**src/hw/conv_out_config.svh**
```systemverilog
`ifndef CONV_OUT_CONFIG_SVH
`define CONV_OUT_CONFIG_SVH

// lanes per beat, one per MAC column
`define COLS_MAC 4

// word address of the output feature memory
`define ADDR_BITS 10

// datapath widths
`define MAC_BITS 32
`define PIX_BITS 8

// cycles from a beat to its memory write
// requant register, old-value read, write
`define ACC_LAT 3

// lower bound on beats per channel
// keeps the partial-sum read of a word behind its own write
`define MIN_CHANNEL_BEATS 4

`endif

```
**src/hw/conv_types_pkg.sv**
```systemverilog
`default_nettype none

`include "conv_out_config.svh"

package conv_types_pkg;

	// ####################################################################
	// lane data
	// ####################################################################

	typedef logic signed [`MAC_BITS-1:0] mac_t;
	typedef logic signed [`PIX_BITS-1:0] pix_t;

	// one bit wider than a pixel, clamped again after the add
	typedef logic signed [`PIX_BITS:0] zq_t;

	typedef mac_t [`COLS_MAC-1:0] mac_lanes_t;
	typedef zq_t [`COLS_MAC-1:0] zq_lanes_t;

	// one feature memory word
	typedef pix_t [`COLS_MAC-1:0] pix_lanes_t;

	// ####################################################################
	// layer configuration and control
	// ####################################################################

	typedef struct packed {
		logic [7:0] channels;
		logic [7:0] row_len;
		logic [7:0] groups;
		logic [7:0] n;
		logic [7:0] frac;
		mac_t bias;
		logic [7:0] base;
	} cfg_t;

	typedef enum logic [2:0] {
		IDLE,
		LOAD,
		RUN,
		DRAIN,
		DONE
	} seq_state_t;

endpackage

`default_nettype wire

```
**src/hw/of_bus_pkg.sv**
```systemverilog
`default_nettype none

`include "conv_out_config.svh"

package of_bus_pkg;

	// word address, shared by all lane banks
	typedef logic [`ADDR_BITS-1:0] of_addr_t;

	// read port owners, ACC has priority
	typedef enum logic {
		ACC,
		HOST
	} requester_t;

endpackage

`default_nettype wire

```
**src/hw/requant_lanes.sv**
```systemverilog
`default_nettype none

`include "conv_out_config.svh"

module requant_lanes
	import conv_types_pkg::*, of_bus_pkg::*;
(
	input logic clk,
	input logic rst,
	input logic beat,
	input mac_lanes_t beat_mac,
	input of_addr_t beat_addr,
	input logic first_ch,
	input logic last_ch,
	input cfg_t cfg_q,
	output logic q_valid,
	output zq_lanes_t q_lanes,
	output zq_t q_bias,
	output of_addr_t q_addr,
	output logic q_first,
	output logic q_last
);

	// shift, fixed-point multiply, floor by 2^16, clamp to 9 bits
	function automatic zq_t requant(input mac_t v, input logic [7:0] n,
			input logic [7:0] frac);
		logic signed [32:0] aux;
		logic signed [8:0] f9;
		logic signed [55:0] prod;
		logic signed [39:0] q;
		aux = 33'sd1 + (33'(v) >>> n);
		f9 = {1'b0, frac};
		prod = 56'(aux) * 56'(f9) * 56'sd256 + 56'sd1;
		q = 40'(prod >>> 16);
		if (q > 40'sd255) begin
			return 9'sd255;
		end else if (q < -40'sd256) begin
			return -9'sd256;
		end
		return q[8:0];
	endfunction

	always_ff @(posedge clk) begin
		if (rst) begin
			q_valid <= 1'b0;
		end else begin
			q_valid <= beat;
		end
	end

	// payload follows the strobe
	always_ff @(posedge clk) begin
		for (int i = 0; i < `COLS_MAC; i++) begin
			q_lanes[i] <= requant(beat_mac[i], cfg_q.n, cfg_q.frac);
		end
		q_bias <= requant(cfg_q.bias, cfg_q.n, cfg_q.frac);
		q_addr <= beat_addr;
		q_first <= first_ch;
		q_last <= last_ch;
	end

endmodule

`default_nettype wire

```
**config.mk**
```make
export PLATFORM = sky130hd
export DESIGN_NAME = requant_lanes
export DESIGN_NICKNAME = d
export VERILOG_FILES = /design/src/hw/conv_types_pkg.sv /design/src/hw/of_bus_pkg.sv /design/src/hw/requant_lanes.sv
export VERILOG_INCLUDE_DIRS = /design/src /design/src/hw
export SDC_FILE = /design/constraint.sdc
export NUM_CORES = 2
export LEC_CHECK = 0
export ABC_CLOCK_PERIOD_IN_PS = 17250
export BUFFER_PORTS_ARGS = -buffer_cell sky130_fd_sc_hd__buf_2
export CAP_MARGIN = 30
export CELL_PAD_IN_SITES_DETAIL_PLACEMENT = 0
export CELL_PAD_IN_SITES_GLOBAL_PLACEMENT = 1
export CORE_MARGIN = 5
export CORE_UTILIZATION = 50
export CTS_BUF_LIST = sky130_fd_sc_hd__clkbuf_8
export CTS_CLUSTER_SIZE = 12
export DETAILED_ROUTE_END_ITERATION = 16
export GPL_TIMING_DRIVEN = 0
export PLACE_DENSITY = 0.94
export SYNTH_ARGS = -nofsm -noshare
export SYNTH_HDL_FRONTEND = slang
export SYNTH_SLANG_ARGS = --single-unit
```
**constraint.sdc**
```tcl
create_clock -name clk -period 17.25 [get_ports clk]
set_clock_uncertainty 0.2 [all_clocks]
set_input_delay 4.3125 -clock clk [delete_from_list [all_inputs] [get_ports clk]]
set_output_delay 4.3125 -clock clk [all_outputs]
set_load 0.02 [all_outputs]
```
==> impl_metrics.env <==
export IMPL_status="finished, final reports clean"
export IMPL_clk_sinks=58
export IMPL_critPathLaunchType="input pin"
export IMPL_drt_vias_per_instance=6.28
export IMPL_worst_ir_drop_on_vdd_mv=0.231
export IMPL_actual_slew_at_the_worst_max_slew_pin_ns=1.18
export IMPL_synth_seq_cells=58
export IMPL_synthDominantAreaCellType="sky130_fd_sc_hd__fa_1"
export IMPL_grt_max_degree=13
export IMPL_synth_nets=9308
export IMPL_fillerInstances=11900
export IMPL_route_final_wire_length_um=285000
export IMPL_drt_antenna_violating_nets=0
export IMPL_commonest_cells_in_the_synthesized_netlist="sky130_fd_sc_hd__inv_1, sky130_fd_sc_hd__fa_1, sky130_fd_sc_hd__nand2_1, sky130_fd_sc_hd__and2_1, sky130_fd_sc_hd__ha_1"
export IMPL_required_ns=17.45
export IMPL_max_stage_delay_ns=0.71
export IMPL_area_delta_synth_final_pct=7.71
export IMPL_hold_worst_slack_ns=3.64
export IMPL_cp_end_kind="register"
export IMPL_hold_class="in -> reg"
export IMPL_clk_pin_slew_worst_paths_ns=0.13
export IMPL_synthesis_area_um2=62300
export IMPL_synth_top_cell_area_share_pct=32.6
export IMPL_worst_path_max_delay_cell="sky130_fd_sc_hd__nor4_1"
export IMPL_wl_per_cell_um=29.4
export IMPL_yosys_most_used_dff="sky130_fd_sc_hd__dfxtp_1"
export IMPL_final_period_utilization_pct=98.4
export IMPL_first_pass_grt_wire_length_um=410000
export IMPL_cts_buffers_inserted=9
export IMPL_path_common_cell="sky130_fd_sc_hd__buf_2"
export IMPL_cp_startpoint="cfg_q[55]"
export IMPL_die_area_um2=132000
export IMPL_global_route_usage_total_pct=42.7
export IMPL_share_of_synthesized_registers_carrying_an_async_set_or_reset_pct=0
export IMPL_gr_total_overflow=0
export IMPL_ys_top_cells_by_area="sky130_fd_sc_hd__fa_1, sky130_fd_sc_hd__inv_1, sky130_fd_sc_hd__ha_1, sky130_fd_sc_hd__nand2_1, sky130_fd_sc_hd__and2_1"
export IMPL_dp_final_hpwl_um=237000
export IMPL_rsz_0062_raised_after_global_routing="false"
export IMPL_synth_distinct_cells=116
export IMPL_dieWidth_um=363
export IMPL_buffer_ports_inserted=237
export IMPL_setup_worst_path_end="q_lanes[24]$_DFF_P_"
export IMPL_ioPinCount=281
export IMPL_dr_total_vias=60900
export IMPL_maxCapViolCount=0
export IMPL_combined_area_of_the_multi_input_logic_cells_um2=54100
export IMPL_grt_antenna_before_repair=40
export IMPL_slew_headroom_pct=21.6
export IMPL_hold_buffers=0
export IMPL_dr_pass1_iters=9
export IMPL_grt_pass1_vias=59800
export IMPL_synth_yosys_seq_area_share_pct=1.86
export IMPL_ys_warn_count=0
export IMPL_total_leakage_power_nw=33.4
export IMPL_placed_cells_incl_taps=9608
export IMPL_criticalPathCategory="in -> reg"
export IMPL_cts_root_buffer_cell="sky130_fd_sc_hd__clkbuf_8"
export IMPL_drt_initial_drc_count=7567
export IMPL_max_fo_critical_path=10
export IMPL_gp_congestion=1.11
export IMPL_post_layout_nonfiller_instances=9693
export IMPL_rows=129
export IMPL_seqCellArea_um2=1160
export IMPL_core_area_um2=124000
export IMPL_finalCriticalPeriod_ns=16.98
export IMPL_critical_path_arrival_ns=17.18
export IMPL_yosysMostFrequentCell="sky130_fd_sc_hd__inv_1"
export IMPL_finalHoldViolCount=0
export IMPL_setup_viol=0
export IMPL_cts_root_to_sink_buffers=2
export IMPL_initial_utilization_pct=50.3
export IMPL_final_net_count=9630
export IMPL_max_freq_mhz=58.9
export IMPL_synth_edf_count=0
export IMPL_drc=0
export IMPL_drive_above_1_share_pct=9.96
export IMPL_syn_inst=7665
export IMPL_ctsHtreeMaxLevel=3
export IMPL_power_density_nw_per_um2=185
export IMPL_die_h_um=363
export IMPL_timing_max_transition_violations_final=0
export IMPL_synth_avg_cell_area_um2=8.13
export IMPL_cts_tree="done"
-- cells in the final DEF (no fill, tap or decap), types with 72 or more instances in the layout --
master                     instances
sky130_fd_sc_hd__xnor2_1         169
sky130_fd_sc_hd__nor3_1           85
sky130_fd_sc_hd__mux4_2          134
sky130_fd_sc_hd__o21ai_0         291
sky130_fd_sc_hd__clkbuf_1        250
sky130_fd_sc_hd__xor2_1          115
sky130_fd_sc_hd__ha_1            405
sky130_fd_sc_hd__and2_1          551
sky130_fd_sc_hd__a21oi_1         229
sky130_fd_sc_hd__nor2b_1          77
sky130_fd_sc_hd__and3_1           72
sky130_fd_sc_hd__fa_1           1015
sky130_fd_sc_hd__buf_2           291
sky130_fd_sc_hd__mux2_2          113
sky130_fd_sc_hd__a21o_1          132
sky130_fd_sc_hd__nand2_1         979
sky130_fd_sc_hd__nand3_1          90
sky130_fd_sc_hd__nor2_1          265
sky130_fd_sc_hd__inv_1          1476
-- critical path: cells and delay by family --
| family | cells | cell delay, ns |
|---|---|---|
| buf+inv | 12 | 3.23 |
| compound gates | 9 | 3.11 |
| simple gates | 10 | 3.08 |
| fa+ha+maj | 5 | 2.32 |
| mux | 1 | 0.55 |
| xor+xnor | 1 | 0.49 |
-- repair_timing --
item | in CTS | in global routing
setup buffers | 0 | 1
endpoints found under the hold margin | 0 | 0
pin swaps | 0 | 1
setup endpoints to repair | 8 | 34
gates resized for setup | 2 | 40
-- cells by family after synthesis --
group | after synthesis | synth area share [%]
xor gates and xnor gates | 300 | 4.29
adders and majority gates | 1420 | 40.7
and+or+nand+nor | 2448 | 19.8
DFF | 58 | 1.86
muxes | 349 | 8.59
buffers and inverters | 1859 | 11.6
AOI/OAI and AO/OA | 1231 | 13.1
-- metal layers --
| metal | routed length (µm) | global-route usage, % | vias to the layer above |
|---|---|---|---|
| li1 | - | - | 25500 |
| met1 | 116000 | 59.3 | 30300 |
| met2 | 113000 | 59.5 | 4246 |
| met3 | 40100 | 16.1 | 831 |
| met4 | 15300 | 18.4 | 26 |
| met5 | 169 | 0 | - |
-- worst min-delay path by stage --
stage	startpoint	endpoint	slack, ns	cells after the start
finish	beat_addr[6]	q_addr[6]$_DFF_P_	3.64	1
floorplan	beat_addr[0]	q_addr[0]$_DFF_P_	4.14	0
global route	beat_addr[6]	q_addr[6]$_DFF_P_	3.62	1
detailed placement	beat_addr[0]	q_addr[0]$_DFF_P_	4.22	1
CTS	first_ch	q_first$_DFF_P_	3.61	1
global placement	beat_addr[5]	q_addr[5]$_DFF_P_	4.21	1
-- registers in the layout, indices dropped and copies added (netlist names) --
name / flops
q_last: 1
q_addr: 10
q_valid: 1
q_lanes: 36
q_first: 1
q_bias: 9
-- area by class of cell --
type | instances | share of cell area [%]
Tap cell | 1637 | 3.05
Multi-Input combinational cell | 5748 | 80.5
Timing Repair Buffer | 314 | 3.22
Buffer | 376 | 2.59
Clock inverter | 7 | 0.186
Inverter | 1480 | 8.28
Antenna cell | 64 | 0.239
Clock buffer | 9 | 0.185
Sequential cell | 58 | 1.73
-- power by group --
part | internal (W) | switching (W) | total, W
Sequential | 0.000222 | 0.0000153 | 0.000237
Clock | 0.0000969 | 0.000112 | 0.000209
Combinational | 0.00456 | 0.00740 | 0.0120
Total | 0.00488 | 0.00753 | 0.0124
-- per-stage QoR --
step                      worst slack (ns)  setup TNS, ns  power [W]  util (%)  instance area [µm²]
after detailed placement            -0.774          -9.83     0.0118      53.7                66500
after global routing               0.00384              0     0.0137      54.1                67000
final                                0.270              0     0.0124      54.2                67100
after floorplan                       2.49              0    0.00867         -                62300
after global placement               -1.50         -42.05     0.0116      53.0                65600
after CTS                          0.00368              0     0.0121      53.9                66700
No activity file was read; power rests on OpenSTA's default activity.
