===== src/hw/conv_out_config.svh =====
`ifndef CONV_OUT_CONFIG_SVH
`define CONV_OUT_CONFIG_SVH

// lanes per beat, one per MAC column
`define COLS_MAC 4

// word address of the output feature memory
`define ADDR_BITS 10

// datapath widths
`define MAC_BITS 32
`define PIX_BITS 8

// cycles from a beat to its memory write
// requant register, old-value read, write
`define ACC_LAT 3

// lower bound on beats per channel
// keeps the partial-sum read of a word behind its own write
`define MIN_CHANNEL_BEATS 4

`endif


===== src/hw/conv_types_pkg.sv =====
`default_nettype none

`include "conv_out_config.svh"

package conv_types_pkg;

	// ####################################################################
	// lane data
	// ####################################################################

	typedef logic signed [`MAC_BITS-1:0] mac_t;
	typedef logic signed [`PIX_BITS-1:0] pix_t;

	// one bit wider than a pixel, clamped again after the add
	typedef logic signed [`PIX_BITS:0] zq_t;

	typedef mac_t [`COLS_MAC-1:0] mac_lanes_t;
	typedef zq_t [`COLS_MAC-1:0] zq_lanes_t;

	// one feature memory word
	typedef pix_t [`COLS_MAC-1:0] pix_lanes_t;

	// ####################################################################
	// layer configuration and control
	// ####################################################################

	typedef struct packed {
		logic [7:0] channels;
		logic [7:0] row_len;
		logic [7:0] groups;
		logic [7:0] n;
		logic [7:0] frac;
		mac_t bias;
		logic [7:0] base;
	} cfg_t;

	typedef enum logic [2:0] {
		IDLE,
		LOAD,
		RUN,
		DRAIN,
		DONE
	} seq_state_t;

endpackage

`default_nettype wire


===== src/hw/of_bus_pkg.sv =====
`default_nettype none

`include "conv_out_config.svh"

package of_bus_pkg;

	// word address, shared by all lane banks
	typedef logic [`ADDR_BITS-1:0] of_addr_t;

	// read port owners, ACC has priority
	typedef enum logic {
		ACC,
		HOST
	} requester_t;

endpackage

`default_nettype wire


===== src/hw/of_bus_if.sv =====
`default_nettype none

`include "conv_out_config.svh"

interface of_bus_if
	import of_bus_pkg::*;
();

	// read side
	logic rd_en;
	of_addr_t rd_addr;
	logic rd_gnt;
	logic [`COLS_MAC*`PIX_BITS-1:0] rd_data;

	// write side, completes in the cycle it is presented
	logic wr_en;
	of_addr_t wr_addr;
	logic [`COLS_MAC*`PIX_BITS-1:0] wr_data;

	modport requester (
		output rd_en,
		output rd_addr,
		input rd_gnt,
		input rd_data,
		output wr_en,
		output wr_addr,
		output wr_data
	);

	modport memory (
		input rd_en,
		input rd_addr,
		output rd_gnt,
		output rd_data,
		input wr_en,
		input wr_addr,
		input wr_data
	);

endinterface

`default_nettype wire


===== src/hw/of_accumulator.sv =====
`default_nettype none

`include "conv_out_config.svh"

module of_accumulator
	import conv_types_pkg::*, of_bus_pkg::*;
(
	input logic clk,
	input logic rst,
	input logic q_valid,
	input zq_lanes_t q_lanes,
	input zq_t q_bias,
	input of_addr_t q_addr,
	input logic q_first,
	input logic q_last,
	of_bus_if.requester bus
);

	// beat waiting for its old value
	logic p_valid;
	logic p_first;
	logic p_last;
	of_addr_t p_addr;
	zq_lanes_t p_lanes;
	zq_t p_bias;

	// beat being written
	logic w_en;
	of_addr_t w_addr;
	pix_lanes_t w_data;

	pix_lanes_t old_pix;
	pix_lanes_t sum_pix;

	// the first channel starts from the bias, no read
	assign bus.rd_en = q_valid && !q_first;
	assign bus.rd_addr = q_addr;
	assign old_pix = bus.rd_data;

	always_comb begin
		zq_t addend;
		logic signed [9:0] sum;
		for (int i = 0; i < `COLS_MAC; i++) begin
			addend = p_first ? p_bias : zq_t'(old_pix[i]);
			sum = 10'(p_lanes[i]) + 10'(addend);
			if (sum > 10'sd127) begin
				sum_pix[i] = 8'sd127;
			end else if (sum < -10'sd128) begin
				sum_pix[i] = -8'sd128;
			end else begin
				sum_pix[i] = sum[7:0];
			end
			// ReLU on the last channel
			if (p_last && sum_pix[i] < 0) begin
				sum_pix[i] = '0;
			end
		end
	end

	always_ff @(posedge clk) begin
		if (rst) begin
			p_valid <= 1'b0;
			w_en <= 1'b0;
		end else begin
			p_valid <= q_valid;
			w_en <= p_valid;
		end
	end

	always_ff @(posedge clk) begin
		p_first <= q_first;
		p_last <= q_last;
		p_addr <= q_addr;
		p_lanes <= q_lanes;
		p_bias <= q_bias;
		w_addr <= p_addr;
		w_data <= sum_pix;
	end

	assign bus.wr_en = w_en;
	assign bus.wr_addr = w_addr;
	assign bus.wr_data = w_data;

	// the old value must have been read in the cycle before
	a_read_on_time: assert property (@(posedge clk) disable iff (rst)
		p_valid && !p_first |-> $past(bus.rd_gnt))
		else $error("partial sum read not granted in time");

endmodule

`default_nettype wire


===== src/flat_wrapper.sv =====
// flat-port wrapper written by rule: the top's interface ports become plain ports
module of_accumulator_flat import conv_types_pkg::*, of_bus_pkg::*;
  (clk, rst, q_valid, q_lanes, q_bias, q_addr, q_first, q_last, bus_rd_en, bus_rd_addr, bus_rd_gnt, bus_rd_data, bus_wr_en, bus_wr_addr, bus_wr_data);
  of_bus_if bus_i ();
  input logic clk;
  input logic rst;
  input logic q_valid;
  input zq_lanes_t q_lanes;
  input zq_t q_bias;
  input of_addr_t q_addr;
  input logic q_first;
  input logic q_last;
  output wire logic [$bits(bus_i.rd_en)-1:0] bus_rd_en;
  output wire logic [$bits(bus_i.rd_addr)-1:0] bus_rd_addr;
  input wire logic [$bits(bus_i.rd_gnt)-1:0] bus_rd_gnt;
  input wire logic [$bits(bus_i.rd_data)-1:0] bus_rd_data;
  output wire logic [$bits(bus_i.wr_en)-1:0] bus_wr_en;
  output wire logic [$bits(bus_i.wr_addr)-1:0] bus_wr_addr;
  output wire logic [$bits(bus_i.wr_data)-1:0] bus_wr_data;
  assign bus_rd_en = bus_i.rd_en;
  assign bus_rd_addr = bus_i.rd_addr;
  assign bus_i.rd_gnt = bus_rd_gnt;
  assign bus_i.rd_data = bus_rd_data;
  assign bus_wr_en = bus_i.wr_en;
  assign bus_wr_addr = bus_i.wr_addr;
  assign bus_wr_data = bus_i.wr_data;
  of_accumulator u_core (.clk(clk), .rst(rst), .q_valid(q_valid), .q_lanes(q_lanes), .q_bias(q_bias), .q_addr(q_addr), .q_first(q_first), .q_last(q_last), .bus(bus_i));
endmodule

===== config.mk =====
export PLATFORM = sky130hd
export DESIGN_NAME = of_accumulator_flat
export DESIGN_NICKNAME = d
export VERILOG_FILES = /design/src/hw/conv_types_pkg.sv /design/src/hw/of_bus_pkg.sv /design/src/hw/of_bus_if.sv /design/src/hw/of_accumulator.sv /design/src/flat_wrapper.sv
export VERILOG_INCLUDE_DIRS = /design/src /design/src/hw
export SDC_FILE = /design/constraint.sdc
export NUM_CORES = 1
export LEC_CHECK = 0
export ABC_AREA = 1
export BUFFER_PORTS_ARGS = -buffer_cell sky130_fd_sc_hd__buf_2
export CAP_MARGIN = 20
export CORE_UTILIZATION = 47
export CTS_CLUSTER_SIZE = 25
export DETAILED_ROUTE_END_ITERATION = 10
export PLACE_DENSITY_LB_ADDON = 0.1
export SYNTH_ARGS = -nofsm -noshare
export SYNTH_HDL_FRONTEND = slang
export SYNTH_SLANG_ARGS = --single-unit

===== constraint.sdc =====
create_clock -name clk -period 2.2 [get_ports clk]
set_input_delay 0.22 -clock clk [delete_from_list [all_inputs] [get_ports clk]]
set_output_delay 0.22 -clock clk [all_outputs]
set_load 0.005 [all_outputs]

==> results <==
- The post-synthesis area per instance is 7.398 sq um.
- The sink count of the clock tree is 101.
- Yosys printed 0 warnings.
- Measured against its own limit, the worst slew margin works out to 81.19%.
- The critical path startpoint is u_core.p_first$_DFF_P_.
- The number of top-level design ports is 147.
- The post-synth net total is 787.
- The run finished with clean final reports.
- The CTS tree is yes.
- Global routing used 23.63% of the available tracks across all layers.
- At the worst endpoint, the arrival time is 2460 ps.
- The area of the multi-input gates is 2800 sq um.
- The sequential element share of the synthesized area is 41.79%.
- The first global-routing pass estimated 18,890 um of wire.
- The final weighted congestion of routability-driven global placement is 0.8583.
- The final-layout setup total negative slack is 0 ps.
- The tool flagged a number of max-cap violations equal to 0.
- The later pin in the worst-skew pair is clocked with a latency of 390 ps.
- The worst setup path endpoint is u_core.bus.wr_data[11]$_SDFF_PP0_.
- The post-synthesis to final-layout area growth is 51.82%.
- In this run the vertical extent of the chip is 103.5 um.
- In this run, synthesis produced a sequential element count of 101.
- The portion of total power attributed to combinational logic is 34.7%.
- Dividing the detail-routed via count by the number of cells gives 4.648.
- For this run, design rule violations remaining after detail routing come to 0.
- Of all nets on the critical path, the largest fanout is 7.
- Setup repair after global routing could not meet its margin everywhere.
- Setup violations remaining at the end of the flow were counted as 0.
- The post-synth design cell area is 4838 sq um.
- For the worst setup path, the data required time is 2480 ps.
- The die span in x is 103.5 um.
- The starting density of the core is 49.05%.
- CTS built an H-tree with a depth of 3.
- Derived from the worst setup path, the maximum achievable clock frequency is 459.5 MHz.
- The floorplan has 36 rows.
- The first-iteration detailed-routing DRC count is 121.
- The number of filler instances in the final layout is 728.
- Of the total power, registers draw 41.7%.
- The count of unique library cells instantiated by Yosys is 26.
- The detail route stage leaves a number of antenna-violating nets equal to 0.
- The worst IR drop on VDD is 0.0006354 V.
- The half-perimeter wire length of the detailed placement result is 8720 um.
- The capturing point of the worst reg2reg path is u_core.bus.wr_data[11]$_SDFF_PP0_.
- The endpoint type of the worst setup path is a flop.
- In the final layout, flip-flops and latches occupy 2026 sq um.
- The path class of the lowest-slack min-delay path is in2reg.
- The slew at the pin with the worst max-slew slack is 281.8 ps.
- In the final design database the tool counted 1,032 nets.
- The clock group share of total power is 23.6%.
- The via count of the first global-routing pass is 4,391.
- Across the routed clock network, the largest skew measured is 12.63 ps.
- The net switching component of the power is 1.685 mW.
- After clock tree synthesis, the clock-pin slew on the worst setup and hold paths is 90 ps.
- Measured in cells, the most critical reg-to-reg path has a length of 14.
- The pre-antenna-repair detailed-routing pass consisted of 5 iterations.
- The design draws 5.158 mW.
- The pin count of the biggest net entering global routing is 27.
- The initial antenna violation count is 0.
- The total overflow left after global routing is 0.
- The internal power is 3.472 mW.
- The type of origin of the critical path is a flop.
- The ratio of cells with drive above 1 in the final layout is 37.39%.
- Of the total power, the share spent switching nets is 32.67%.
- The final critical path takes up 98.93% of the cycle.
- The number of buffers between clock root and the deepest sink is 2.
- The root buffer selected by CTS is sky130_fd_sc_hd__clkbuf_8.
- The minimum period implied by the final worst setup slack is 2176 ps.
- The routed design has 13,390 um of wire.
- The number of port buffers is 145.
- The analysis attributes to cell leakage a power of 3.955 nW.
- The cell count after synthesis is 654.
- The count of vias placed by the detailed router is 4,820.
- The power per cell area is 702.1 nW/um^2.
- The minimum setup slack among reg-to-reg paths is 20 ps.
- The die covers 10,700 sq um.
- The final count of hold timing violations is 0.
- The reg-to-reg critical path startpoint is u_core.p_first$_DFF_P_.
- The total clock buffers created by CTS is 9.
- The tightest hold path in the finished design has a slack of 68.28 ps.
- Dividing the detail-routed wire length by the instance count gives 12.92 um.
- The number of max-slew violations in the final report is 0.
- The area of the core is 9864 sq um.
- The type of the worst setup path is reg2reg.
- Once layout is complete, the utilization of the core stands at 74.47%.
- The number of antenna diodes in the final layout is 0.
-- layout make-up --
cell class	instances	area share, %
multi-input cells	430	38.12
repair buffers	249	23.79
clock inverters	5	0.8005
inverters	108	5.519
flip-flops and latches	101	27.58
well taps	133	2.265
clock buffers	11	1.925
-- power groups by stage --
stage / registers, mW / clock network, mW / logic, mW
2_1_floorplan: 2.22 / 0 / 0.845
3_3_place_gp: 2.18 / 0 / 1.34
3_5_place_dp: 2.18 / 0 / 1.37
4_1_cts: 2.15 / 1.25 / 1.48
5_1_grt: 2.18 / 1.32 / 2.01
6_report: 2.15 / 1.22 / 1.79
-- repair_timing --
action / CTS / global route
gates cloned: 0 / 3
buffers inserted: 0 / 20
pin swaps: 0 / 60
hold buffers: 58 / 0
resized for setup: 20 / 145
endpoints found under the setup margin: 28 / 29
endpoints found under the hold margin: 58 / 0
-- how the worst min path moves through the flow --
stage                                    end  cells past startpoint                      from  slack, ps
3_3_place_gp   u_core.bus.wr_addr[8]$_DFF_P_                      0  u_core.p_addr[8]$_DFF_P_        310
2_1_floorplan       u_core.p_addr[0]$_DFF_P_                      0                 q_addr[0]        250
4_1_cts            u_core.p_valid$_SDFF_PP0_                      3                   q_valid         30
5_1_grt            u_core.p_valid$_SDFF_PP0_                      3                   q_valid         70
3_5_place_dp   u_core.bus.wr_addr[7]$_DFF_P_                      0  u_core.p_addr[7]$_DFF_P_        310
6_report           u_core.p_valid$_SDFF_PP0_                      3                   q_valid         70
-- through the flow --
stage | cell area (sq um) | std cells | setup WS (ps)
2_1_floorplan | 4842 | 654 | 14.04
3_3_place_gp | 5809 | 940 | -138.2
3_5_place_dp | 5809 | 940 | -213.9
4_1_cts | 6655 | 1014 | -34.89
5_1_grt | 7346 | 1037 | -138.1
6_report | 7346 | 1037 | 23.50
-- state kept, by name, indices dropped and copies added, names as in the netlist --
register,flops
u_core.bus.wr_addr,10
u_core.bus.wr_data,32
u_core.p_lanes,36
u_core.p_addr,10
u_core.p_valid,1
u_core.bus.wr_en,1
u_core.p_last,1
u_core.p_bias,9
u_core.p_first,1
-- placed cells by master, fill, tap and decap left out, drive strengths merged --
master,count
inv,109
nand3b,1
fa,4
nand2,226
a21oi,17
o21bai,2
bufinv,1
buf,188
and2,2
clkinvlp,2
a21o,1
nor2,34
dlygate4sd3,58
o21ai,36
ha,36
or2,5
xor2,10
clkinv,1
xnor2,8
nor3,1
nand3,43
nand4,4
dfxtp,101
clkbuf,14
-- critical path, cell delays in order (launching register included) --
cell and delay (ps):
sky130_fd_sc_hd__dfxtp_4 400, sky130_fd_sc_hd__buf_4 150, sky130_fd_sc_hd__clkbuf_16 140, sky130_fd_sc_hd__o21ai_0 190
sky130_fd_sc_hd__ha_1 290, sky130_fd_sc_hd__nand2_1 120, sky130_fd_sc_hd__inv_1 60, sky130_fd_sc_hd__a21oi_2 180
sky130_fd_sc_hd__nand3_2 100, sky130_fd_sc_hd__nand2_1 90, sky130_fd_sc_hd__nand2_2 90, sky130_fd_sc_hd__inv_2 80
sky130_fd_sc_hd__nand2_4 80, sky130_fd_sc_hd__nand2_1 70, sky130_fd_sc_hd__nand2_1 40
-- cells in the mapped netlist --
master	number	share of area [%]
sky130_fd_sc_hd__nand2_4	1	0.23
sky130_fd_sc_hd__xnor2_1	8	1.4
sky130_fd_sc_hd__dfxtp_1	101	42
sky130_fd_sc_hd__nor2_2	1	0.13
sky130_fd_sc_hd__nand3b_1	1	0.16
sky130_fd_sc_hd__fa_1	4	1.7
sky130_fd_sc_hd__inv_1	108	8.4
sky130_fd_sc_hd__xor2_1	10	1.8
sky130_fd_sc_hd__a21oi_1	14	1.4
sky130_fd_sc_hd__nor2_1	33	2.6
sky130_fd_sc_hd__nand4_1	4	0.52
sky130_fd_sc_hd__or2_2	2	0.26
sky130_fd_sc_hd__o21ai_0	36	3.7
sky130_fd_sc_hd__nand2_2	13	1.7
sky130_fd_sc_hd__o21bai_1	2	0.31
sky130_fd_sc_hd__clkbuf_1	5	0.39
sky130_fd_sc_hd__buf_4	10	1.6
sky130_fd_sc_hd__and2_1	2	0.26
sky130_fd_sc_hd__ha_1	36	9.3
sky130_fd_sc_hd__nand3_2	3	0.62
sky130_fd_sc_hd__nor3_1	1	0.10
sky130_fd_sc_hd__nand2_1	212	16
sky130_fd_sc_hd__a21oi_2	3	0.54
sky130_fd_sc_hd__or2_1	3	0.39
sky130_fd_sc_hd__nand3_1	40	4.1
sky130_fd_sc_hd__a21o_1	1	0.16
-- logic make-up (layout without fill, tap and decap cells) --
family	count (synthesis)	after routing	synth area share [%]
xor gates and xnor gates	18	18	3.258
DFF	101	101	41.79
buffers and inverters	123	373	10.32
and+or+nand+nor	316	316	27.49
adders and majority gates	40	40	10.96
AOI/OAI and AO/OA	56	56	6.181
-- metal layers --
| metal | track usage [%] | wire (um) | vias up |
|---|---|---|---|
| li1 | - | - | 2501 |
| met1 | 26.39 | 5482 | 2164 |
| met2 | 41.77 | 6904 | 139 |
| met3 | 7.392 | 751 | 16 |
| met4 | 9.317 | 254 | 0 |
| met5 | 0 | 0 | - |
Power figures use the tool's default switching activity.
