**src/hw/conv_out_config.svh**
```systemverilog
`ifndef CONV_OUT_CONFIG_SVH
`define CONV_OUT_CONFIG_SVH

// lanes per beat, one per MAC column
`define COLS_MAC 4

// word address of the output feature memory
`define ADDR_BITS 10

// datapath widths
`define MAC_BITS 32
`define PIX_BITS 8

// cycles from a beat to its memory write
// requant register, old-value read, write
`define ACC_LAT 3

// lower bound on beats per channel
// keeps the partial-sum read of a word behind its own write
`define MIN_CHANNEL_BEATS 4

`endif

```
**src/hw/conv_types_pkg.sv**
```systemverilog
`default_nettype none

`include "conv_out_config.svh"

package conv_types_pkg;

	// ####################################################################
	// lane data
	// ####################################################################

	typedef logic signed [`MAC_BITS-1:0] mac_t;
	typedef logic signed [`PIX_BITS-1:0] pix_t;

	// one bit wider than a pixel, clamped again after the add
	typedef logic signed [`PIX_BITS:0] zq_t;

	typedef mac_t [`COLS_MAC-1:0] mac_lanes_t;
	typedef zq_t [`COLS_MAC-1:0] zq_lanes_t;

	// one feature memory word
	typedef pix_t [`COLS_MAC-1:0] pix_lanes_t;

	// ####################################################################
	// layer configuration and control
	// ####################################################################

	typedef struct packed {
		logic [7:0] channels;
		logic [7:0] row_len;
		logic [7:0] groups;
		logic [7:0] n;
		logic [7:0] frac;
		mac_t bias;
		logic [7:0] base;
	} cfg_t;

	typedef enum logic [2:0] {
		IDLE,
		LOAD,
		RUN,
		DRAIN,
		DONE
	} seq_state_t;

endpackage

`default_nettype wire

```
**src/hw/of_bus_pkg.sv**
```systemverilog
`default_nettype none

`include "conv_out_config.svh"

package of_bus_pkg;

	// word address, shared by all lane banks
	typedef logic [`ADDR_BITS-1:0] of_addr_t;

	// read port owners, ACC has priority
	typedef enum logic {
		ACC,
		HOST
	} requester_t;

endpackage

`default_nettype wire

```
**src/hw/layer_sequencer.sv**
```systemverilog
`default_nettype none

`include "conv_out_config.svh"

module layer_sequencer
	import conv_types_pkg::*, of_bus_pkg::*;
(
	input logic clk,
	input logic rst,
	input logic start,
	input cfg_t cfg,
	input logic mac_valid,
	input mac_lanes_t mac_result,
	output logic beat,
	output mac_lanes_t beat_mac,
	output of_addr_t beat_addr,
	output logic first_ch,
	output logic last_ch,
	output cfg_t cfg_q,
	output logic busy,
	output logic next_channel,
	output logic done
);

	localparam int DRAIN_W = $clog2(`ACC_LAT);
	localparam int DRAIN_LAST = `ACC_LAT - 2;

	seq_state_t state;
	logic [15:0] beat_cnt;
	logic [15:0] ch_beats;
	logic [7:0] ch_cnt;
	logic [DRAIN_W-1:0] drain_cnt;
	logic beat_last;

	// beats per channel
	assign ch_beats = 16'(cfg_q.row_len) * 16'(cfg_q.groups);
	assign beat_last = (beat_cnt == ch_beats - 16'd1);

	// beat tagging, same cycle as mac_valid
	assign beat = mac_valid && (state == RUN);
	assign beat_mac = mac_result;
	assign beat_addr = of_addr_t'(cfg_q.base) + of_addr_t'(beat_cnt);
	assign first_ch = (ch_cnt == 8'd0);
	assign last_ch = (ch_cnt == cfg_q.channels - 8'd1);

	assign next_channel = beat && beat_last;
	assign busy = (state == LOAD) || (state == RUN) || (state == DRAIN);
	assign done = (state == DONE);

	// configuration register
	always_ff @(posedge clk) begin
		if (state == LOAD) begin
			cfg_q <= cfg;
		end
	end

	// ####################################################################
	// layer FSM
	// ####################################################################

	always_ff @(posedge clk) begin
		if (rst) begin
			state <= IDLE;
			beat_cnt <= '0;
			ch_cnt <= '0;
			drain_cnt <= '0;
		end else begin
			case (state)
				IDLE: begin
					if (start) begin
						state <= LOAD;
					end
				end
				LOAD: begin
					beat_cnt <= '0;
					ch_cnt <= '0;
					state <= RUN;
				end
				RUN: begin
					if (beat) begin
						if (beat_last) begin
							beat_cnt <= '0;
							if (last_ch) begin
								drain_cnt <= '0;
								state <= DRAIN;
							end else begin
								ch_cnt <= ch_cnt + 8'd1;
							end
						end else begin
							beat_cnt <= beat_cnt + 16'd1;
						end
					end
				end
				DRAIN: begin
					// let the last beat reach the memory
					if (drain_cnt == DRAIN_W'(DRAIN_LAST)) begin
						state <= DONE;
					end else begin
						drain_cnt <= drain_cnt + 1'b1;
					end
				end
				default: begin
					state <= IDLE;
				end
			endcase
		end
	end

	a_beats_in_run: assert property (@(posedge clk) disable iff (rst)
		mac_valid |-> state == RUN)
		else $error("mac_valid outside RUN");

	a_min_beats: assert property (@(posedge clk) disable iff (rst)
		state == LOAD |->
			16'(cfg.row_len) * 16'(cfg.groups) >= 16'(`MIN_CHANNEL_BEATS))
		else $error("too few beats per channel");

endmodule

`default_nettype wire

```
**config.mk**
```make
export PLATFORM = sky130hd
export DESIGN_NAME = layer_sequencer
export DESIGN_NICKNAME = d
export VERILOG_FILES = /design/src/hw/conv_types_pkg.sv /design/src/hw/of_bus_pkg.sv /design/src/hw/layer_sequencer.sv
export VERILOG_INCLUDE_DIRS = /design/src /design/src/hw
export SDC_FILE = /design/constraint.sdc
export NUM_CORES = 1
export LEC_CHECK = 0
export BUFFER_PORTS_ARGS = -buffer_cell sky130_fd_sc_hd__buf_4
export CORE_AREA = 2 2 170 172
export CTS_CLUSTER_SIZE = 12
export DETAILED_ROUTE_END_ITERATION = 7
export DIE_AREA = 0 0 172 174
export PLACE_DENSITY = 0.64
export SLEW_MARGIN = 15
export SYNTH_ARGS = -nofsm -noshare
export SYNTH_HDL_FRONTEND = slang
export SYNTH_SLANG_ARGS = --single-unit
export TNS_END_PERCENT = 10
```
**constraint.sdc**
```tcl
create_clock -name clk -period 11.86 [get_ports clk]
set_input_delay 1.779 -clock clk [delete_from_list [all_inputs] [get_ports clk]]
set_output_delay 1.779 -clock clk [all_outputs]
set_load 0.02 [all_outputs]
```
==> parameters.txt, run 1 <==
Parameter                              Value

Worst setup path
  Startpoint kind of the worst setup timing path ... register
  Reg2reg end ... beat_cnt[2]
  Reg-to-reg critical path startpoint ... cfg_q[67]
  Critical path data required time ... just over 10 ns
  Launch point of the worst path ... cfg_q[67]
  End point of the critical path ... next_channel
  CP Capture Type ... output pin
  Category of the critical setup timing path ... reg2out
  Max FO, Critical Path ... 9
  Setup slack, reg-to-reg ... 5.65 ns
  Depth of the worst register-to-register path ... 18
  Arrival time of data at the critical path endpoint ... 5.88 ns

Clock tree
  Cts hold-fix bufs ... 0
  Post-CTS Setup Bufs ... 0
  Clock tree from TritonCTS ... built
  Total clock buffers created by CTS ... 9
  Clock slew seen by the registers of the worst setup and hold paths ... 0.09 ns
  Clock Latency Late Sink ... approximately 0.36 ns
  H-tree depth ... 3
  Max Buffers Root-to-Sink ... 2
  Clock Sinks ... around 110
  # resized after CTS ... 0
  Root Buffer Master ... clkbuf_16

Status
  Outcome ... complete, no violations

Timing
  RSZ-0062 raised after global routing ... no
  Shortest clock period the worst path allows after layout ... 7.66 ns
  Final Hold Fails ... 0
  Max transition margin ... 28.0%
  PnR worst setup slack ... 4.20 ns
  Share of the clock period used by the worst path after layout ... around 65%
  Max frequency ... 0.131 GHz
  Min Hold Slack ... 0.494 ns
  Final setup fails ... 0
  Worst-Margin Slew ... 1.07 ns
  Sum of negative setup slack ... 0 ns
  Number of max-slew violations in the final report ... 0
  Clock skew ... 0.0167 ns

Detailed routing
  Antenna Violating Nets Remaining ... 0
  Average vias per placed instance ... 4.44
  Average detailed-routed wire length per instance ... 20.7 um
  Post-route DRC violation count ... 0
  Iter 0 DRT Violations ... 197
  Initial DRT Pass Iterations ... 4
  Via count ... 5221
  WL final ... 24300 um

Global route
  Wire length of the first global-routing pass ... 34500 um
  Via count of the first global-routing pass ... 5254
  Global-route usage over all layers ... 15.9%
  Leftover overflow at the end of global routing ... 0
  Antenna violations before repair ... 0
  Pin count of the biggest net entering global routing ... 74

Yosys
  Seq/Total Area, Yosys ... 38.8%
  EDFF count, synth ... 80
  Number of cells produced by synthesis ... roughly 740
  Count of yosys warnings during synthesis ... 0
  Main flop type after synthesis ... edfxtp_1
  Largest cells by area after synthesis ... edfxtp_1, buf_4, fa_1, ha_1, dfxtp_1
  Share of Yosys cell area claimed by the top area cell type ... 31.3%
  Cell area after synthesis ... ~7700 um^2
  Yosys cell types ... 53
  Async set-reset flop share out of synthesis ... 0%
  Synthesized area per cell ... 10.4 um^2
  Mapped Nets ... 1043
  Cell taking the most area after synthesis ... edfxtp_1
  Register bit count reported by yosys ... 109

Floorplanning
  Area inside the core boundary ... 28200 um^2
  Number of standard-cell rows in the floorplan ... between 60 and 70
  I/O pin count ... 436
  Die ar. ... between 20000 and 30000 um^2
  Chip width ... ~170 um
  Die height ... 174 um
  Initial core utilization ... 27.2%

Place
  RD Place Congestion ... 0.813
  Number of input and output port buffers inserted ... about 180
  Worst setup timing slack at the placement stage ... approximately 4.5 ns
  HPWL Detailed ... 20800 um

Cells and area
  Final antenna diode count ... 0
  Most frequent cells in the layout ... buf_4, edfxtp_1, nand2_1
  Nets@finish ... 1092
  Fraction of final layout cells with drive strength greater than 1 ... 26.0%
  Fin util ... roughly 31%
  Area Growth Syn to Fin ... 14.1%
  Commonest non-fill, non-tap cell in the layout ... buf_4

Pwr
  Pleak ... ~0.0037 uW
  Worst supply voltage drop on vdd ... 121 uV
  Power density normalized to cell area ... 189 nW/um^2
  Design Power ... 1650 uW

Worst hold path
  Worst Hold Depth ... 2
  Classification of the worst-slack hold path ... reg2reg

Flow run
  Count of max-cap constraint violations ... 0
## synth_stat cells, types with 3 or more instances
master,n
nand3_1,16
o21ai_0,15
or3_1,5
nor3_1,7
xor2_1,24
o21bai_1,5
xnor2_1,34
dfxtp_1,29
and3_1,7
nand2b_1,4
fa_1,42
a21o_1,6
edfxtp_1,80
o41ai_1,3
nand4_1,8
buf_4,128
ha_1,52
and2_1,13
clkbuf_1,12
nor2_1,35
nand2_1,71
inv_1,67
a21oi_1,35
## critical path, stage by stage, from the launching register on
cell	delay (ns)
edfxtp_1	0.53
nand2_1	0.13
fa_1	0.52
fa_1	0.52
inv_1	0.05
fa_1	0.47
inv_1	0.05
fa_1	0.53
inv_1	0.04
ha_1	0.36
and3_2	0.25
a221oi_4	0.32
xnor2_1	0.11
a2111o_1	0.39
nor4_2	0.22
nand4b_1	0.27
or3_2	0.54
inv_1	0.08
buf_4	0.13
## how the worst min path moves through the flow
stage / start / to / slack [ns]
3_3_place_gp: drain_cnt[1] / drain_cnt[1] / 0.47
5_1_grt: drain_cnt[1] / drain_cnt[1] / 0.51
6_report: drain_cnt[1] / drain_cnt[1] / 0.49
2_1_floorplan: drain_cnt[1] / drain_cnt[1] / 0.46
3_5_place_dp: drain_cnt[1] / drain_cnt[1] / 0.48
4_1_cts: drain_cnt[1] / drain_cnt[1] / 0.49
## area by class of cell
type | count | area [um^2]
Clock buffer | 9 | 225
Timing Repair Buffer | 181 | 1360
Clock inverter | 7 | 48.8
Tap cell | 384 | 480
Multi-Input combinational cell | 418 | 3430
Fill cell | 2966 | 19500
Sequential cell | 109 | 2980
Inverter | 67 | 251
## per-layer routing
| metal | wire, um | vias up | global-route usage, % |
|---|---|---|---|
| li1 | - | 2433 | - |
| met1 | 6970 | 2420 | 14.1 |
| met2 | 12300 | 342 | 27.9 |
| met3 | 4600 | 26 | 11.8 |
| met4 | 495 | 0 | 4.27 |
| met5 | 0 | - | 0 |
## stage by stage
| step | std cells | cell area, um^2 |
|---|---|---|
| floorplan | 737 | 7690 |
| global placement | 1159 | 8500 |
| detailed placement | 1159 | 8500 |
| CTS | 1175 | 8770 |
| global route | 1175 | 8770 |
| finish | 1175 | 8770 |
## power by group
part           internal (uW)  leakage (uW)  switching, uW
clock                    144      0.000128            153
combinational            390       0.00258            503
sequential               442      0.000975           22.1
total                    976       0.00369            679
## sequential cells by signal, summed over array words and instances, names as in the netlist
signal,flops
cfg_q,80
drain_cnt,2
beat_cnt,16
ch_cnt,8
state,3
## cells by family (layout without fill, tap and decap cells)
logic type / Yosys count / after routing / synth area share (%)
compound gates: 82 / 82 / 6.84
xor+xnor: 58 / 58 / 6.61
fa+ha+maj: 94 / 94 / 19.4
buf+inv: 210 / 264 / 16.7
flops: 109 / 109 / 38.8
mux: 1 / 1 / 0.146
simple gates: 183 / 183 / 11.5
(Power assumes the default switching activity.)
==> run 2: changes to the inputs <==
--- a/config.mk
+++ b/config.mk
@@ -6,12 +6,13 @@
 export SDC_FILE = /design/constraint.sdc
 export NUM_CORES = 1
 export LEC_CHECK = 0
+export ABC_AREA = 1
 export BUFFER_PORTS_ARGS = -buffer_cell sky130_fd_sc_hd__buf_4
-export CORE_AREA = 2 2 170 172
+export CORE_AREA = 2 2 171 173
 export CTS_CLUSTER_SIZE = 12
 export DETAILED_ROUTE_END_ITERATION = 7
-export DIE_AREA = 0 0 172 174
-export PLACE_DENSITY = 0.64
+export DIE_AREA = 0 0 173 175
+export PLACE_DENSITY = 0.68
 export SLEW_MARGIN = 15
 export SYNTH_ARGS = -nofsm -noshare
 export SYNTH_HDL_FRONTEND = slang
==> constraint.sdc (replaced) <==
create_clock -name clk -period 7 [get_ports clk]
set_input_delay 1.05 -clock clk [delete_from_list [all_inputs] [get_ports clk]]
set_output_delay 1.05 -clock clk [all_outputs]
set_load 0.02 [all_outputs]
==> parameters.txt, run 2 <==
Parameter                              Value

Status
  Outcome ... complete, no violations

Cells and area
  Max reg flops ... 80 (unchanged)
  Nets@finish ... 1275 (+17%)
  Area Growth Syn to Fin ... 13.0%
  Fraction of final layout cells with drive strength greater than 1 ... 23.4% (-2.6 points)
  Regs by FF count ... cfg_q x80, beat_cnt x16, ch_cnt x8
  Final std cell area, no fill ... 9360 um^2 (+6.7%)
  Final antenna diode count ... 0 (unchanged)
  Most frequent cells in the layout ... nand2_1, buf_4, inv_1
  Commonest non-fill, non-tap cell in the layout ... nand2_1
  Biggest register ... cfg_q

Worst hold path
  Beginning of the worst hold path ... drain_cnt[1]
  Classification of the worst-slack hold path ... reg2reg
  Worst hold path endpoint ... drain_cnt[1]
  Worst Hold Depth ... 2 (unchanged)

Worst setup path
  Startpoint kind of the worst setup timing path ... register
  Master of the slowest instance on the critical path ... fa_1
  Max FO, Critical Path ... 9 (unchanged)
  Depth of the worst register-to-register path ... 22 (+4)
  Stage delay of the slowest cell on the critical path ... 0.53 ns (about the same)
  Arrival time of data at the critical path endpoint ... 4.98 ns (-0.90 ns)
  Reg2reg end ... ch_cnt[3]
  CP Capture Type ... output pin
  Reg-to-reg critical path startpoint ... cfg_q[58]
  Category of the critical setup timing path ... reg2out
  Launch point of the worst path ... cfg_q[58]
  Critical path data required time ... 5.95 ns (-4.13 ns)
  Setup slack, reg-to-reg ... 2.21 ns (-3.44 ns)
  Ordered cell list for the critical path ... nand2_1 -> fa_1 -> fa_1 -> inv_1 -> fa_1 -> inv_1 -> fa_1 -> inv_1 -> ha_1 -> inv_1 -> nand2_1 -> nand3_2 -> nand2_1 -> nand2_1 -> nand2_1 -> inv_1 -> a221oi_1 -> nand4_1 -> nor3_1 -> buf_4

Yosys
  Synthesized area per cell ... 8.93 um^2 (-14%)
  EDFF count, synth ... 80 (unchanged)
  Cell area after synthesis ... 8290 um^2 (+7.8%)
  Number of cells produced by synthesis ... 928 (+26%)
  Seq/Total Area, Yosys ... 36.0% (-2.8 points)
  List of most frequent post-synthesis cells ... nand2_1, buf_4, inv_1
  Count of yosys warnings during synthesis ... 0 (unchanged)
  Cell taking the most area after synthesis ... edfxtp_1
  Yosys cell types ... 45 (-15%)
  Register bit count reported by yosys ... 109 (unchanged)
  Share of Yosys cell area claimed by the top area cell type ... 29.0% (-2.3 points)
  Main flop type after synthesis ... edfxtp_1
  Mapped Nets ... 1234 (+18%)
  Cell with the most instances after synthesis ... nand2_1
  Largest cells by area after synthesis ... edfxtp_1, buf_4, fa_1, nand2_1, ha_1
  Async set-reset flop share out of synthesis ... 0% (unchanged)

Timing
  Max frequency ... 0.166 GHz
  Final setup fails ... 0 (unchanged)
  Share of the clock period used by the worst path after layout ... a little under nine tenths
  Final Hold Fails ... 0 (unchanged)
  Clock skew ... 0.00906 ns (-0.00761 ns)
  Worst-Margin Slew ... 0.989 ns (-0.0827 ns)
  Sum of negative setup slack ... 0 ns (unchanged)
  Number of max-slew violations in the final report ... 0 (unchanged)
  Shortest clock period the worst path allows after layout ... 6.03 ns
  RSZ-0062 raised after global routing ... no
  Max transition margin ... 34.0% (+6.0 points)

Place
  RD Place Congestion ... 0.912 (+12%)
  HPWL Detailed ... 21400 um (+2.8%)
  Number of input and output port buffers inserted ... 179 (unchanged)
  Total cell area at the placement stage ... 9050 um^2 (+6.5%)

Clock tree
  Post-CTS Setup Bufs ... 0 (unchanged)
  Cts hold-fix bufs ... 0 (unchanged)
  Root Buffer Master ... clkbuf_16
  Clock tree from TritonCTS ... built
  Clock Sinks ... 109 (unchanged)
  Max Buffers Root-to-Sink ... 2 (unchanged)
  Clock slew seen by the registers of the worst setup and hold paths ... 0.08 ns (about the same)
  # resized after CTS ... 0 (unchanged)
  H-tree depth ... 3 (unchanged)
  Clock Latency Late Sink ... 0.35 ns (about the same)
  Total clock buffers created by CTS ... 9 (unchanged)

Pwr
  Worst supply voltage drop on vdd ... 524 uV (+330%)
  Pleak ... 0.00426 uW (+16%)
  Power density normalized to cell area ... 657 nW/um^2 (+250%)

Floorplanning
  Chip width ... 173 um (+0.58%)
  Area inside the core boundary ... 28400 um^2 (+0.55%)
  Die ar. ... 30300 um^2 (+1.2%)
  Initial core utilization ... 29.2% (+2.0 points)
  I/O pin count ... 436 (unchanged)
  Number of standard-cell rows in the floorplan ... 62 (unchanged)
  Die height ... 175 um (+0.57%)

Global route
  Wire length of the first global-routing pass ... 36800 um (+6.8%)
  Global-route usage over all layers ... 16.2% (+0.34 points)
  Via count of the first global-routing pass ... 6170 (+17%)
  Leftover overflow at the end of global routing ... 0 (unchanged)
  Layer with the highest usage ... met2
  Pin count of the biggest net entering global routing ... 78 (+5.4%)
  Routing usage on met3 ... 10.0% (-1.8 points)
  Met1 Usage GRT ... 13.0% (-1.1 points)
  Met2 track demand over resource in global routing ... 30.9% (+2.9 points)
  Antenna violations before repair ... 0 (unchanged)

Detailed routing
  Iter 0 DRT Violations ... 365 (+85%)
  WL final ... 24900 um (+2.5%)
  Post-route DRC violation count ... 0 (unchanged)
  Average detailed-routed wire length per instance ... 18.4 um (-11%)
  Average vias per placed instance ... 4.46 (+0.30%)
  Via count ... 6052 (+16%)
  Antenna Violating Nets Remaining ... 0 (unchanged)
  Initial DRT Pass Iterations ... 5 (+1)

Flow run
  Count of max-cap constraint violations ... 0 (unchanged)
run 2: cell types whose count changed in the layout (fill, tap and decap cells not counted), sizes merged, moves of 6 or more:
cell,change
inv,+69
and2,-12
nand2,+143
a21oi,-9
xnor2,-21
nor2,+18
nor3,+7
and3,-8
o21ai,-9
nand3,+19
xor2,+7
or3,-6
nand4,+8
run 2: logic make-up after synthesis:
kind of cell	synth area share, %
simple gates	19.1
buf+inv	19.1
flops	36.0
fa+ha+maj	18.0
compound gates	3.13
xor+xnor	4.65
run 2: routing by layer:
layer / part of all wire [%] / vias to the layer above
met4: 3.6 / 0
met2: 53 / 309
met3: 16 / 57
li1: - / 2877
met1: 27 / 2809
met5: 0 / -
run 2: layout make-up:
cell class / instances / area [um^2]
clock buffers: 9 / 225
clock inverters: 7 / 83.8
fillers: 2936 / 19000
inverters: 136 / 510
multi-input cells: 533 / 3730
flip-flops and latches: 109 / 2980
well taps: 384 / 480
repair buffers: 180 / 1350
run 2: stage by stage:
stage | std cells | hold WS, ns | power [uW] | setup slack [ns] | util, %
2_1_floorplan | 928 | 0.452 | 4670 | 1.47 | -
3_3_place_gp | 1342 | 0.468 | 5580 | 1.38 | 31.9
3_5_place_dp | 1342 | 0.472 | 5620 | 1.33 | 31.9
4_1_cts | 1358 | 0.491 | 6190 | 0.927 | 33.0
5_1_grt | 1358 | 0.531 | 6950 | 0.635 | 33.0
6_report | 1358 | 0.488 | 6150 | 0.971 | 33.0
run 2: power breakdown:
group / total (uW) / internal [uW] / switching [uW]
Combinational: 4650 / 1770 / 2880
Sequential: 967 / 857 / 110
Clock: 531 / 284 / 248
Total: 6150 / 2910 / 3240
run 2: worst max path at each step:
stage	end	slack, ns	depth (start not counted)
6_report	next_channel	0.97	20
5_1_grt	next_channel	0.63	20
4_1_cts	next_channel	0.93	20
3_5_place_dp	next_channel	1.33	20
3_3_place_gp	next_channel	1.38	20
2_1_floorplan	next_channel	1.47	20
run 2: critical path: cells and delay by family (launching register included):
family                   cells  cell delay [ns]
adder cells (fa/ha/maj)      5             2.41
AND/OR/NAND/NOR              8             0.98
flip-flops                   1             0.52
buffers and inverters        6             0.48
AO/OA/AOI/OAI                1             0.23
==> run 3: changes to the inputs <==
--- a/config.mk
+++ b/config.mk
@@ -9,6 +9,7 @@
 export ABC_AREA = 1
 export BUFFER_PORTS_ARGS = -buffer_cell sky130_fd_sc_hd__buf_4
 export CORE_AREA = 2 2 171 173
+export CTS_BUF_LIST = sky130_fd_sc_hd__clkbuf_16
 export CTS_CLUSTER_SIZE = 12
 export DETAILED_ROUTE_END_ITERATION = 7
 export DIE_AREA = 0 0 173 175
==> constraint.sdc (replaced) <==
create_clock -name clk -period 7 [get_ports clk]
set_input_delay 1.05 -clock clk [delete_from_list [all_inputs] [get_ports clk]]
set_output_delay 1.05 -clock clk [all_outputs]
set_load 0.1 [all_outputs]
==> parameters.txt, run 3 (synthesized netlist as in run 2, its figures left out) <==
Parameter                              Value

Status
  Outcome ... complete, no violations

Flow run
  Count of max-cap constraint violations ... 0 (unchanged)

Place
  Total cell area at the placement stage ... 9050 um^2 (unchanged)
  HPWL Detailed ... 21300 um (-0.63%)
  RD Place Congestion ... 0.906 (-0.65%)
  Number of input and output port buffers inserted ... 179 (unchanged)

Cells and area
  Final antenna diode count ... 0 (unchanged)
  Most frequent cells in the layout ... nand2_1, buf_4, inv_1
  Area Growth Syn to Fin ... 12.9%
  Max reg flops ... 80 (unchanged)
  Fraction of final layout cells with drive strength greater than 1 ... 23.4% (unchanged)
  Biggest register ... cfg_q
  Final std cell area, no fill ... 9350 um^2 (-0.11%)
  Regs by FF count ... cfg_q x80, beat_cnt x16, ch_cnt x8
  Commonest non-fill, non-tap cell in the layout ... nand2_1
  Fin util ... 32.9% (-0.035 points)
  Nets@finish ... 1275 (unchanged)

Clock tree
  Total clock buffers created by CTS ... 9 (unchanged)
  Clock tree from TritonCTS ... built
  # resized after CTS ... 0 (unchanged)
  Max Buffers Root-to-Sink ... 2 (unchanged)
  H-tree depth ... 3 (unchanged)
  Post-CTS Setup Bufs ... 0 (unchanged)
  Clock slew seen by the registers of the worst setup and hold paths ... 0.08 ns (about the same)
  Cts hold-fix bufs ... 0 (unchanged)
  Clock Sinks ... 109 (unchanged)
  Root Buffer Master ... clkbuf_16
  Clock Latency Late Sink ... 0.36 ns (about the same)

Floorplanning
  Number of standard-cell rows in the floorplan ... 62 (unchanged)
  Die ar. ... 30300 um^2 (unchanged)
  Area inside the core boundary ... 28400 um^2 (unchanged)
  Chip width ... 173 um (unchanged)
  I/O pin count ... 436 (unchanged)
  Initial core utilization ... 29.2% (unchanged)
  Die height ... 175 um (unchanged)

Detailed routing
  Average detailed-routed wire length per instance ... 18.2 um (-0.65%)
  Initial DRT Pass Iterations ... 5 (unchanged)
  Via count ... 5928 (-2.0%)
  Average vias per placed instance ... 4.37 (-2.0%)
  Iter 0 DRT Violations ... 253 (-31%)
  WL final ... 24800 um (-0.65%)
  Antenna Violating Nets Remaining ... 0 (unchanged)
  Post-route DRC violation count ... 0 (unchanged)

Timing
  RSZ-0062 raised after global routing ... no
  Shortest clock period the worst path allows after layout ... 6.15 ns (+0.117 ns)
  Max frequency ... 0.163 GHz (-1.9%)
  Final setup fails ... 0 (unchanged)
  Clock skew ... 0.0101 ns (+0.00105 ns)
  Number of max-slew violations in the final report ... 0 (unchanged)
  Share of the clock period used by the worst path after layout ... 87.8% (+1.7 points)
  Max transition margin ... 38.5% (+4.4 points)
  Final Hold Fails ... 0 (unchanged)
  Worst-Margin Slew ... 0.923 ns (-0.0667 ns)

Worst hold path
  Worst Hold Depth ... 2 (unchanged)
  Classification of the worst-slack hold path ... reg2reg

Global route
  Wire length of the first global-routing pass ... 36400 um (-1.0%)
  Global-route usage over all layers ... 16.2% (-0.016 points)
  Leftover overflow at the end of global routing ... 0 (unchanged)
  Antenna violations before repair ... 0 (unchanged)
  Pin count of the biggest net entering global routing ... 73 (-6.4%)
  Via count of the first global-routing pass ... 6061 (-1.8%)

Worst setup path
  Depth of the worst register-to-register path ... 22 (unchanged)
  Critical path data required time ... 5.95 ns (about the same)
  CP Capture Type ... output pin
  Category of the critical setup timing path ... reg2out
  Arrival time of data at the critical path endpoint ... 5.10 ns (+0.12 ns)
  Max FO, Critical Path ... 9 (unchanged)
  Startpoint kind of the worst setup timing path ... register
## run 3: final timing paths
check / from / to / slack, ns
max: cfg_q[58] / next_channel / 0.85
min: drain_cnt[1] / drain_cnt[1] / 0.49
max reg2reg: cfg_q[58] / beat_cnt[6] / 2.23
min reg2reg: drain_cnt[1] / drain_cnt[1] / 0.49
## run 3: cell type report
class,instances,area (um^2)
Multi-Input combinational cell,533,3730
Inverter,136,510
Fill cell,2960,19000
Clock inverter,7,73.8
Timing Repair Buffer,180,1350
Tap cell,384,480
Clock buffer,9,225
Sequential cell,109,2980
## run 3: per-stage QoR
step	setup WS (ns)	std cells	setup TNS [ns]	hold WS (ns)
4_1_cts	0.783	1358	0	0.500
6_report	0.854	1358	0	0.495
3_5_place_dp	1.18	1342	0	0.481
5_1_grt	0.534	1358	0	0.530
2_1_floorplan	-0.629	928	-0.629	0.452
3_3_place_gp	1.22	1342	0	0.466
## run 3: per-layer routing
metal / GRT usage, % / vias up / wire length, um / share of wire, %
met5: 0 / - / 0 / 0
met4: 7.03 / 0 / 827 / 3.3
met3: 10.0 / 53 / 3750 / 15
met2: 30.7 / 276 / 13300 / 54
met1: 13.0 / 2718 / 6940 / 28
li1: - / 2881 / - / -
## run 3: critical path: stages, from the launching register on
cell and delay, ns:
edfxtp_1 0.53, nand2_1 0.13, fa_1 0.52, fa_1 0.53, inv_1 0.05, fa_1 0.47
inv_1 0.05, fa_1 0.54, inv_1 0.04, ha_1 0.36, inv_1 0.06, nand2_1 0.07
nand3_2 0.08, nand2_1 0.08, nand2_1 0.07, nand2_1 0.08, inv_1 0.05, a221oi_1 0.24
nand4_1 0.12, nor3_1 0.30, buf_4 0.36
Power of run 3 is not shown: default switching activity piles up to over one toggle a cycle in this logic, so the estimate is an artifact.
